--- config.mk ---
export PLATFORM = sky130hd
export DESIGN_NAME = lidar_top
export DESIGN_NICKNAME = d
export VERILOG_FILES = /design/src/logic/lidar_pkg.sv /design/src/logic/tdc_result_if.sv /design/src/logic/shot_sequencer.sv /design/src/logic/tdc_spi_master.sv /design/src/logic/tdc_channel.sv /design/src/logic/result_collector.sv /design/src/logic/lidar_top.sv
export SDC_FILE = /design/constraint.sdc
export NUM_CORES = 1
export LEC_CHECK = 0
export BUFFER_PORTS_ARGS = -buffer_cell sky130_fd_sc_hd__buf_2
export CORE_ASPECT_RATIO = 1.4
export CORE_MARGIN = 10
export CORE_UTILIZATION = 35
export DETAILED_ROUTE_END_ITERATION = 10
export GPL_TIMING_DRIVEN = 0
export HOLD_SLACK_MARGIN = 0.15
export MAX_ROUTING_LAYER = met4
export SLEW_MARGIN = 20
export SYNTH_ARGS = -nofsm -noshare
export SYNTH_HDL_FRONTEND = slang
export SYNTH_SLANG_ARGS = --single-unit
--- constraint.sdc ---
create_clock -name clk -period 8.5 [get_ports clk]
set_clock_uncertainty 0.1 [all_clocks]
set_input_delay 0.85 -clock clk [delete_from_list [all_inputs] [get_ports clk]]
set_output_delay 0.85 -clock clk [all_outputs]
set_load 0.005 [all_outputs]
--- src/logic/lidar_pkg.sv ---
package lidar_pkg;

  // Channel count
  localparam int NUM_CHANNELS = 6;

  // Channel number as carried in records
  typedef logic [2:0] chan_idx_t;
  // Running shot number, wraps
  typedef logic [7:0] shot_cnt_t;
  // One TDC measurement
  typedef logic [15:0] tdc_result_t;
  // One SPI frame, command on top, result in the low half
  typedef logic [23:0] spi_word_t;

  // TDC read opcode
  localparam logic [7:0] TDC_READ_RESULT_CMD = 8'h90;
  // Reported when no echo arrives in time
  localparam tdc_result_t NO_ECHO_RESULT = 16'hFFFF;

  // Shooting rate, clocks between fires
  localparam int SHOT_PERIOD_CYCLES = 800;
  // Start pulse width to the TDC
  localparam int START_PULSE_CYCLES = 2;
  // Echo wait after the start pulse ends
  localparam int ECHO_TIMEOUT_CYCLES = 64;

  // SPI clock half period
  localparam int SPI_HALF_PERIOD_CYCLES = 2;

  // Serial line bit length
  localparam int UART_CLKS_PER_BIT = 4;
  // Channel, shot, result high, result low
  localparam int RECORD_BYTES = 4;

  // Channel sequence
  typedef enum logic [2:0] {IDLE, FIRE, WAIT_ECHO, READ, OFFER} chan_state_t;

  // Collector sequence
  typedef enum logic [1:0] {SCAN, LATCH, SEND} coll_state_t;

endpackage

--- src/logic/tdc_result_if.sv ---
`timescale 1ns/100ps

interface tdc_result_if;
  import lidar_pkg::*;

  // Four-phase handshake
  logic req;
  logic ack;
  // Payload, stable while req is high
  tdc_result_t result;
  shot_cnt_t shot;

  // Channel side
  modport source (output req, output result, output shot, input ack);

  // Collector side
  modport sink (input req, input result, input shot, output ack);

endinterface

--- src/logic/shot_sequencer.sv ---
`timescale 1ns/100ps

module shot_sequencer (
  input  logic                 clk,
  input  logic                 arst_n,
  output logic                 fire,
  output lidar_pkg::shot_cnt_t shot
);
  import lidar_pkg::*;

  // Clocks since the last fire
  logic [$clog2(SHOT_PERIOD_CYCLES)-1:0] period_cnt;

  always_ff @(posedge clk or negedge arst_n) begin
    if (!arst_n) begin
      period_cnt <= '0;
      fire       <= 1'b0;
      // All ones so the first fire carries shot 0
      shot       <= '1;
    end else begin
      fire <= 1'b0;
      if (period_cnt == SHOT_PERIOD_CYCLES - 1) begin
        period_cnt <= '0;
        // One-cycle strobe to all channels
        fire       <= 1'b1;
        shot       <= shot + 1'b1;
      end else begin
        period_cnt <= period_cnt + 1'b1;
      end
    end
  end

endmodule

--- src/logic/tdc_spi_master.sv ---
`timescale 1ns/100ps

module tdc_spi_master (
  input  logic                 clk,
  input  logic                 arst_n,
  input  logic                 start,
  input  lidar_pkg::spi_word_t tx_word,
  output lidar_pkg::spi_word_t rx_word,
  output logic                 busy,
  output logic                 done,
  output logic                 sck,
  output logic                 mosi,
  output logic                 cs_n,
  input  logic                 miso
);
  import lidar_pkg::*;

  // Clocks within one SCK half period
  logic [$clog2(SPI_HALF_PERIOD_CYCLES + 1)-1:0] div_cnt;
  // SCK periods already completed
  logic [$clog2($bits(spi_word_t))-1:0] bit_cnt;
  spi_word_t tx_shift;
  logic half_tick;
  logic sck_rise;
  logic sck_fall;
  logic last_bit;

  assign half_tick = busy && (div_cnt == SPI_HALF_PERIOD_CYCLES - 1);
  assign sck_rise  = half_tick && !sck;
  assign sck_fall  = half_tick && sck;
  assign last_bit  = (bit_cnt == $bits(spi_word_t) - 1);

  always_ff @(posedge clk or negedge arst_n) begin
    if (!arst_n) begin
      busy    <= 1'b0;
      done    <= 1'b0;
      sck     <= 1'b0;
      mosi    <= 1'b0;
      cs_n    <= 1'b1;
      div_cnt <= '0;
      bit_cnt <= '0;
    end else begin
      done <= 1'b0;
      if (!busy) begin
        if (start) begin
          busy    <= 1'b1;
          cs_n    <= 1'b0;
          // MSB set up ahead of the first rising edge
          mosi    <= tx_word[$bits(spi_word_t)-1];
          div_cnt <= '0;
          bit_cnt <= '0;
        end
      end else if (half_tick) begin
        div_cnt <= '0;
        sck     <= ~sck;
        if (sck_fall && last_bit) begin
          // Frame ends on the last falling edge
          busy <= 1'b0;
          done <= 1'b1;
          cs_n <= 1'b1;
          mosi <= 1'b0;
        end else if (sck_fall) begin
          bit_cnt <= bit_cnt + 1'b1;
          mosi    <= tx_shift[$bits(spi_word_t)-2];
        end
      end else begin
        div_cnt <= div_cnt + 1'b1;
      end
    end
  end

  // Shift registers
  always_ff @(posedge clk) begin
    if (!busy && start) begin
      tx_shift <= tx_word;
    end else if (sck_fall && !last_bit) begin
      tx_shift <= {tx_shift[$bits(spi_word_t)-2:0], 1'b0};
    end
    // Mode 0, sample on rising edge
    if (sck_rise) begin
      rx_word <= {rx_word[$bits(spi_word_t)-2:0], miso};
    end
  end

  // Chip select never left low outside a frame
  assert property (@(posedge clk) disable iff (!arst_n) !busy |-> cs_n)
    else $error("SPI chip select low while idle");

endmodule

--- src/logic/tdc_channel.sv ---
`timescale 1ns/100ps

module tdc_channel (
  input  logic                 clk,
  input  logic                 arst_n,
  input  logic                 fire,
  input  lidar_pkg::shot_cnt_t shot,
  input  logic                 tdc_intb,
  input  logic                 tdc_dout,
  output logic                 tdc_start,
  output logic                 tdc_sck,
  output logic                 tdc_mosi,
  output logic                 tdc_cs_n,
  tdc_result_if.source         res
);
  import lidar_pkg::*;

  chan_state_t state;
  // Start pulse and echo timeout counter
  logic [$clog2(ECHO_TIMEOUT_CYCLES + START_PULSE_CYCLES)-1:0] cnt;
  // Interrupt synchronizer, bit 1 is safe to use
  logic [1:0] intb_sync;
  logic echo_seen;
  logic echo_timeout;
  logic spi_start;
  logic spi_busy;
  logic spi_done;
  spi_word_t spi_tx;
  spi_word_t spi_rx;

  // Read command, data half don't care
  assign spi_tx = {TDC_READ_RESULT_CMD, {$bits(tdc_result_t){1'b0}}};

  assign echo_seen    = !intb_sync[1];
  assign echo_timeout = (state == WAIT_ECHO) && !echo_seen &&
                        (cnt == ECHO_TIMEOUT_CYCLES - 1);

  always_ff @(posedge clk or negedge arst_n) begin
    if (!arst_n) begin
      intb_sync <= 2'b11;
    end else begin
      intb_sync <= {intb_sync[0], tdc_intb};
    end
  end

  always_ff @(posedge clk or negedge arst_n) begin
    if (!arst_n) begin
      state     <= IDLE;
      cnt       <= '0;
      tdc_start <= 1'b0;
      spi_start <= 1'b0;
      res.req   <= 1'b0;
    end else begin
      spi_start <= 1'b0;
      case (state)
        // Fire is dropped outside IDLE
        IDLE: begin
          if (fire) begin
            tdc_start <= 1'b1;
            cnt       <= '0;
            state     <= FIRE;
          end
        end
        FIRE: begin
          if (cnt == START_PULSE_CYCLES - 1) begin
            tdc_start <= 1'b0;
            cnt       <= '0;
            state     <= WAIT_ECHO;
          end else begin
            cnt <= cnt + 1'b1;
          end
        end
        WAIT_ECHO: begin
          if (echo_seen) begin
            spi_start <= 1'b1;
            state     <= READ;
          end else if (echo_timeout) begin
            // No frame on a missing echo
            res.req <= 1'b1;
            state   <= OFFER;
          end else begin
            cnt <= cnt + 1'b1;
          end
        end
        READ: begin
          if (spi_done) begin
            res.req <= 1'b1;
            state   <= OFFER;
          end
        end
        OFFER: begin
          // Drop req on ack, leave once ack is gone too
          if (res.ack) begin
            res.req <= 1'b0;
          end else if (!res.req) begin
            state <= IDLE;
          end
        end
        default: state <= IDLE;
      endcase
    end
  end

  // Offered payload
  always_ff @(posedge clk) begin
    if (state == IDLE && fire) begin
      res.shot <= shot;
    end
    if (echo_timeout) begin
      res.result <= NO_ECHO_RESULT;
    end else if (state == READ && spi_done) begin
      res.result <= spi_rx[$bits(tdc_result_t)-1:0];
    end
  end

  tdc_spi_master u_spi (
    .clk     (clk),
    .arst_n  (arst_n),
    .start   (spi_start),
    .tx_word (spi_tx),
    .rx_word (spi_rx),
    .busy    (spi_busy),
    .done    (spi_done),
    .sck     (tdc_sck),
    .mosi    (tdc_mosi),
    .cs_n    (tdc_cs_n),
    .miso    (tdc_dout)
  );

  // Payload frozen during an open request
  assert property (@(posedge clk) disable iff (!arst_n)
    res.req && !res.ack |=> $stable(res.result) && $stable(res.shot))
    else $error("Result changed while offered");

  // SPI traffic only during readout
  assert property (@(posedge clk) disable iff (!arst_n) spi_busy |-> state == READ)
    else $error("SPI busy outside readout");

endmodule

--- src/logic/result_collector.sv ---
`timescale 1ns/100ps

module result_collector (
  input  logic       clk,
  input  logic       arst_n,
  tdc_result_if.sink res [lidar_pkg::NUM_CHANNELS],
  output logic       serial_tx
);
  import lidar_pkg::*;

  coll_state_t state;
  logic [NUM_CHANNELS-1:0] req_vec;
  logic [NUM_CHANNELS-1:0] ack_vec;
  logic [NUM_CHANNELS-1:0] pending;
  tdc_result_t result_arr [NUM_CHANNELS];
  shot_cnt_t shot_arr [NUM_CHANNELS];
  // Current, and afterwards last, granted channel
  chan_idx_t grant;
  chan_idx_t winner;
  logic found;
  // Four 8N1 frames, first frame in the low bits
  logic [RECORD_BYTES*10-1:0] record;
  logic [RECORD_BYTES*10-1:0] frame_sr;
  logic [$clog2(UART_CLKS_PER_BIT + 1)-1:0] clk_cnt;
  logic [$clog2(RECORD_BYTES*10)-1:0] bit_cnt;
  logic bit_tick;

  // Start bit low, LSB first, stop bit high
  function automatic logic [9:0] uart_frame(input logic [7:0] data);
    return {1'b1, data, 1'b0};
  endfunction

  for (genvar i = 0; i < NUM_CHANNELS; i++) begin : g_map
    assign req_vec[i]    = res[i].req;
    assign result_arr[i] = res[i].result;
    assign shot_arr[i]   = res[i].shot;
    assign res[i].ack    = ack_vec[i];

    // Handshake order per channel
    assert property (@(posedge clk) disable iff (!arst_n) $rose(ack_vec[i]) |-> req_vec[i])
      else $error("ack raised without req");
  end

  // Open requests not yet acknowledged
  assign pending = req_vec & ~ack_vec;

  // Round robin, search starts after the last grant
  always_comb begin
    int idx;
    found  = 1'b0;
    winner = grant;
    for (int off = 1; off <= NUM_CHANNELS; off++) begin
      idx = (int'(grant) + off) % NUM_CHANNELS;
      if (!found && pending[idx]) begin
        found  = 1'b1;
        winner = chan_idx_t'(idx);
      end
    end
  end

  always_comb begin
    record = {uart_frame(result_arr[grant][7:0]),
              uart_frame(result_arr[grant][15:8]),
              uart_frame(shot_arr[grant]),
              uart_frame(8'(grant))};
  end

  assign bit_tick = (state == SEND) && (clk_cnt == UART_CLKS_PER_BIT - 1);

  always_ff @(posedge clk or negedge arst_n) begin
    if (!arst_n) begin
      state     <= SCAN;
      grant     <= chan_idx_t'(NUM_CHANNELS - 1);
      ack_vec   <= '0;
      serial_tx <= 1'b1;
      clk_cnt   <= '0;
      bit_cnt   <= '0;
    end else begin
      // Release ack once its req is gone
      for (int i = 0; i < NUM_CHANNELS; i++) begin
        if (ack_vec[i] && !req_vec[i]) begin
          ack_vec[i] <= 1'b0;
        end
      end
      case (state)
        SCAN: begin
          if (found) begin
            grant <= winner;
            state <= LATCH;
          end
        end
        LATCH: begin
          // Payload captured this cycle
          ack_vec[grant] <= 1'b1;
          serial_tx      <= record[0];
          clk_cnt        <= '0;
          bit_cnt        <= '0;
          state          <= SEND;
        end
        SEND: begin
          if (bit_tick) begin
            clk_cnt <= '0;
            if (bit_cnt == RECORD_BYTES*10 - 1) begin
              serial_tx <= 1'b1;
              state     <= SCAN;
            end else begin
              bit_cnt   <= bit_cnt + 1'b1;
              serial_tx <= frame_sr[0];
            end
          end else begin
            clk_cnt <= clk_cnt + 1'b1;
          end
        end
        default: state <= SCAN;
      endcase
    end
  end

  // Record shifter, bit 0 already on the line
  always_ff @(posedge clk) begin
    if (state == LATCH) begin
      frame_sr <= record >> 1;
    end else if (bit_tick) begin
      frame_sr <= frame_sr >> 1;
    end
  end

endmodule

--- src/logic/lidar_top.sv ---
`timescale 1ns/100ps

module lidar_top (
  input  logic                              clk,
  input  logic                              arst_n,
  input  logic [lidar_pkg::NUM_CHANNELS-1:0] tdc_intb,
  input  logic [lidar_pkg::NUM_CHANNELS-1:0] tdc_dout,
  output logic [lidar_pkg::NUM_CHANNELS-1:0] tdc_start,
  output logic [lidar_pkg::NUM_CHANNELS-1:0] tdc_cs_n,
  output logic [lidar_pkg::NUM_CHANNELS-1:0] tdc_sck,
  output logic [lidar_pkg::NUM_CHANNELS-1:0] tdc_mosi,
  output logic                              serial_tx
);
  import lidar_pkg::*;

  // Shared shooting strobe
  logic fire;
  shot_cnt_t shot;

  // One handshake per channel
  tdc_result_if res_if [NUM_CHANNELS] ();

  shot_sequencer u_seq (
    .clk    (clk),
    .arst_n (arst_n),
    .fire   (fire),
    .shot   (shot)
  );

  // All channels fire together, each on its own SPI pins
  for (genvar i = 0; i < NUM_CHANNELS; i++) begin : g_chan
    tdc_channel u_chan (
      .clk       (clk),
      .arst_n    (arst_n),
      .fire      (fire),
      .shot      (shot),
      .tdc_intb  (tdc_intb[i]),
      .tdc_dout  (tdc_dout[i]),
      .tdc_start (tdc_start[i]),
      .tdc_sck   (tdc_sck[i]),
      .tdc_mosi  (tdc_mosi[i]),
      .tdc_cs_n  (tdc_cs_n[i]),
      .res       (res_if[i])
    );
  end

  result_collector u_coll (
    .clk       (clk),
    .arst_n    (arst_n),
    .res       (res_if),
    .serial_tx (serial_tx)
  );

endmodule

==> impl_results.md <==
- Final nets: 2233
- Max_cap viols: 0
- Fin cells: 3043
- RSZ-0062 raised after global routing: no
- Dominant cell type by area after synthesis: edfxtp_1
- Fmax: 210.9 MHz
- Max clock buf depth: 3
- R2R cell count: 16
- Area of the core: 61750 sq um
- Via count: 15250
- Outcome: finished clean
- Cell Rows: 108
- Worst r2r dst: u_coll.state[1]
- Initial drt markers: 964
- First-pass GRT wire length: 79470 microns
- Initial Utilization: 0.3524
- Hold Crit Start: g_chan[4].u_chan.intb_sync[0]
- Post-Place Cells: 2954
- TritonCTS Buffers: 47
- M1 WL: 20020 microns
- Syn Area/Cell: 10.47 sq um
- Critical Path AT: 5.09 ns
- EDFF count, synth: 171
- Reg2reg setup slack: 3.76 ns
- Max_slew headroom: 0.3248
- Total negative slack: 0 ns
- CTS root buf: clkbuf_16
- TritonCTS clock tree: done
- Pwr dens: 190.6 nW/um^2
- Hold Path Stages: 0
- Gpl congestion: 0.9061
- Layout cell share with drive strength beyond 1: 0.1118
- Post-DRT Antenna Nets: 0
- Pleak: 9.983 nW
- Post-Syn Instances: 2079
- Minimum clock period: 4.742 ns
- DP Wirelength: 34690 microns
- Largest stage delay, worst path: 0.63 ns
- CTS Sinks: 499
- Critical path class: reg2reg
- # setup viols final: 0
- Vias per cell: 5.011
- Routed WL: 47910 microns
- Number of global-route vias before repair: 15220
- Reg2reg start: u_coll.grant[2]
- Final Hold Vio Count: 0
- Hold crit path type: reg2reg
- Crit path buffers/inverters: 4
- Area contributors post-synth: edfxtp_1, dfrtp_1, dfxtp_1, nand2_1, o21ai_0
- CP startpoint kind: flop
- Slew of the pin with the lowest slew margin: 1.007 ns
- Register area share after synthesis: 0.5858
- Post-synth top area share: 0.2360
- Yosys warns: 0
- Largest net degree at the start of global routing: 96
- Die Area: 72690 sq um
- Fraction of registers with async set/reset: 0.4048
- Hold Path Sink: g_chan[4].u_chan.intb_sync[1]
- H-tree levels: 2
- Synth cell types: 82
- Die Ht: 315.0 microns
- Drt wl/cell: 15.74 microns
- Total global-route track usage: 0.1357
- Post-route DRC violation count: 0
- I/O pin total: 39
- Reg clk slew, reported paths: 0.07 ns
- Final Cycle Share: 0.5579
- Crit path required time: 8.85 ns
- Crit. End Element: flop
- VDD IR-drop max: 0.0001098 V
- Met2 wire len: 24760 microns
- CP Cell Sequence: buf_4 > inv_2 > buf_2 > buf_1 > ha_1 > nand2_1 > nand2_1 > ha_1 > nand3b_1 > xnor2_1 > a22oi_1 > a211oi_1 > a32oi_1 > nand4b_1 > o31ai_1 > mux2_1
- Top sig layer: met4
- Fillers: 5921
- Met3 Wirelength: 1392 microns
- Synthesized area: 21760 sq um
- Crit path max-delay family: compound AO/OA/AOI/OAI gates
- Yosys reg bits: 499
- Clock Latency Late Sink: 0.56 ns
- Final Max Tran Viols: 0
- Synth-to-Final Area Change: 14.12%
- Chip Width: 230.7 microns
- Top FF cell, synth: dfrtp_1
- Initial antenna violation count: 0
- Multi-input logic area: 8377 sq um
- Post-CTS Setup Inserts: 0
- Remaining global-route overflow: 0
- Net Count, Synth: 2133
- Register Area: 12750 sq um
- Crit path max-delay cell type: dfstp_2
- ANT cells: 0
- DRT Pass-1 Iters: 5
- Max FO, Critical Path: 13
- IO buf count: 38
power breakdown:
part	internal, mW	total, mW	switching, mW
Sequential	2.47	2.47	0.00307
Clock	1.28	2.23	0.948
Combinational	0.00632	0.0280	0.0217
Total	3.76	4.73	0.973
worst max-delay path by stage:
stage                                from                          to  slack, ns  cells past startpoint
after global routing      u_coll.grant[2]             u_coll.state[1]       3.38                     16
final                     u_coll.grant[2]             u_coll.state[1]       3.76                     16
after global placement             arst_n  g_chan[5].u_chan.u_spi.sck       2.85                      1
after CTS                 u_coll.grant[2]             u_coll.state[1]       3.81                     16
after detailed placement  u_coll.grant[2]             u_coll.state[1]       3.84                     16
after floorplan           u_coll.grant[2]             u_coll.state[1]       4.66                     16
through the flow:
| step | worst slack, ns | hold WS, ns | util | area [sq um] | total power, mW |
|---|---|---|---|---|---|
| 2_1_floorplan | 4.662 | 0.2452 | - | 21760 | 2.523 |
| 3_3_place_gp | 2.849 | 0.2482 | 0.3722 | 22980 | 2.548 |
| 3_5_place_dp | 3.835 | 0.2490 | 0.3753 | 23170 | 2.552 |
| 4_1_cts | 3.813 | 0.2527 | 0.4021 | 24830 | 4.796 |
| 5_1_grt | 3.376 | 0.2598 | 0.4021 | 24830 | 4.892 |
| 6_report | 3.758 | 0.2543 | 0.4021 | 24830 | 4.733 |
cells in the mapped netlist (all sizes together), types with 25 or more instances:
library cell  count
edfxtp          171
inv              42
dfxtp           126
clkbuf           69
buf              42
nor2b            30
nand2           406
ha               40
a21oi            67
dfrtp           173
nand3           148
xor2             33
o21ai           161
nor2            153
mux2i            47
nand2b           36
nand4            25
nor3             25
dfstp            29
layout by cell type (no fill, tap or decap), types with 7 or more instances in the layout:
master and instances:
bufinv_16 7, edfxtp_1 171, nand3_1 148, xor2_1 32, inv_1 39, o31ai_1 11, mux2i_1 47, clkinv_1 7
nand2_1 406, mux4_2 24, clkbuf_1 75, buf_4 31, a21o_1 14, clkbuf_16 49, xnor2_1 16, nor3_1 19
nor2b_1 30, o21ai_0 157, dfxtp_1 126, dfrtp_1 173, ha_1 40, nand2b_1 35, and2_1 9, nor2_1 153
nand4b_1 9, nand4_1 25, and3_1 24, a31oi_1 7, dfstp_2 29, or3_1 9, a21oi_1 66, nor4_1 9
o211ai_1 8, mux2_2 10, clkinvlp_4 9, buf_1 7, buf_2 49, nand3b_1 13, a211oi_1 10
final cells by class:
type,count,area share
flip-flops and latches,499,0.5134
multi-input cells,1426,0.3373
clock buffers,55,0.05028
well taps,825,0.04157
plain buffers,111,0.02141
clock inverters,33,0.01607
repair buffers,51,0.01345
inverters,43,0.006500
sequential cells by signal, indices dropped and copies added (netlist names), 18 cells and up:
signal,cells
g_chan.u_chan.res.result,96
g_chan.u_chan.u_spi.rx_word,96
g_chan.u_chan.res.shot,48
g_chan.u_chan.cnt,42
u_coll.frame_sr,39
g_chan.u_chan.u_spi.bit_cnt,30
g_chan.u_chan.state,18
g_chan.u_chan.u_spi.tx_shift,18
layer usage:
metal	vias to the layer above	global-route usage
met3	82	0.01340
li1	7502	-
met5	-	-
met2	272	0.2399
met1	7393	0.1561
met4	0	0.05317
kinds of logic (layout without fill, tap and decap cells):
kind of cell	Yosys count	in the layout	synth area share
AND/OR/NAND/NOR	915	915	0.1923
flip-flops	499	499	0.5858
AO/OA/AOI/OAI	339	339	0.09349
buffers and inverters	154	293	0.03185
multiplexers	82	82	0.05215
XOR/XNOR	50	50	0.02133
adder cells (fa/ha/maj)	40	40	0.02300
what timing repair did:
action	4_1_cts	5_1_grt
setup endpoints to repair	0	0
resized for setup	0	0
endpoints found under the hold margin	48	0
hold buffers	1	0
(Power assumes the default switching activity.)
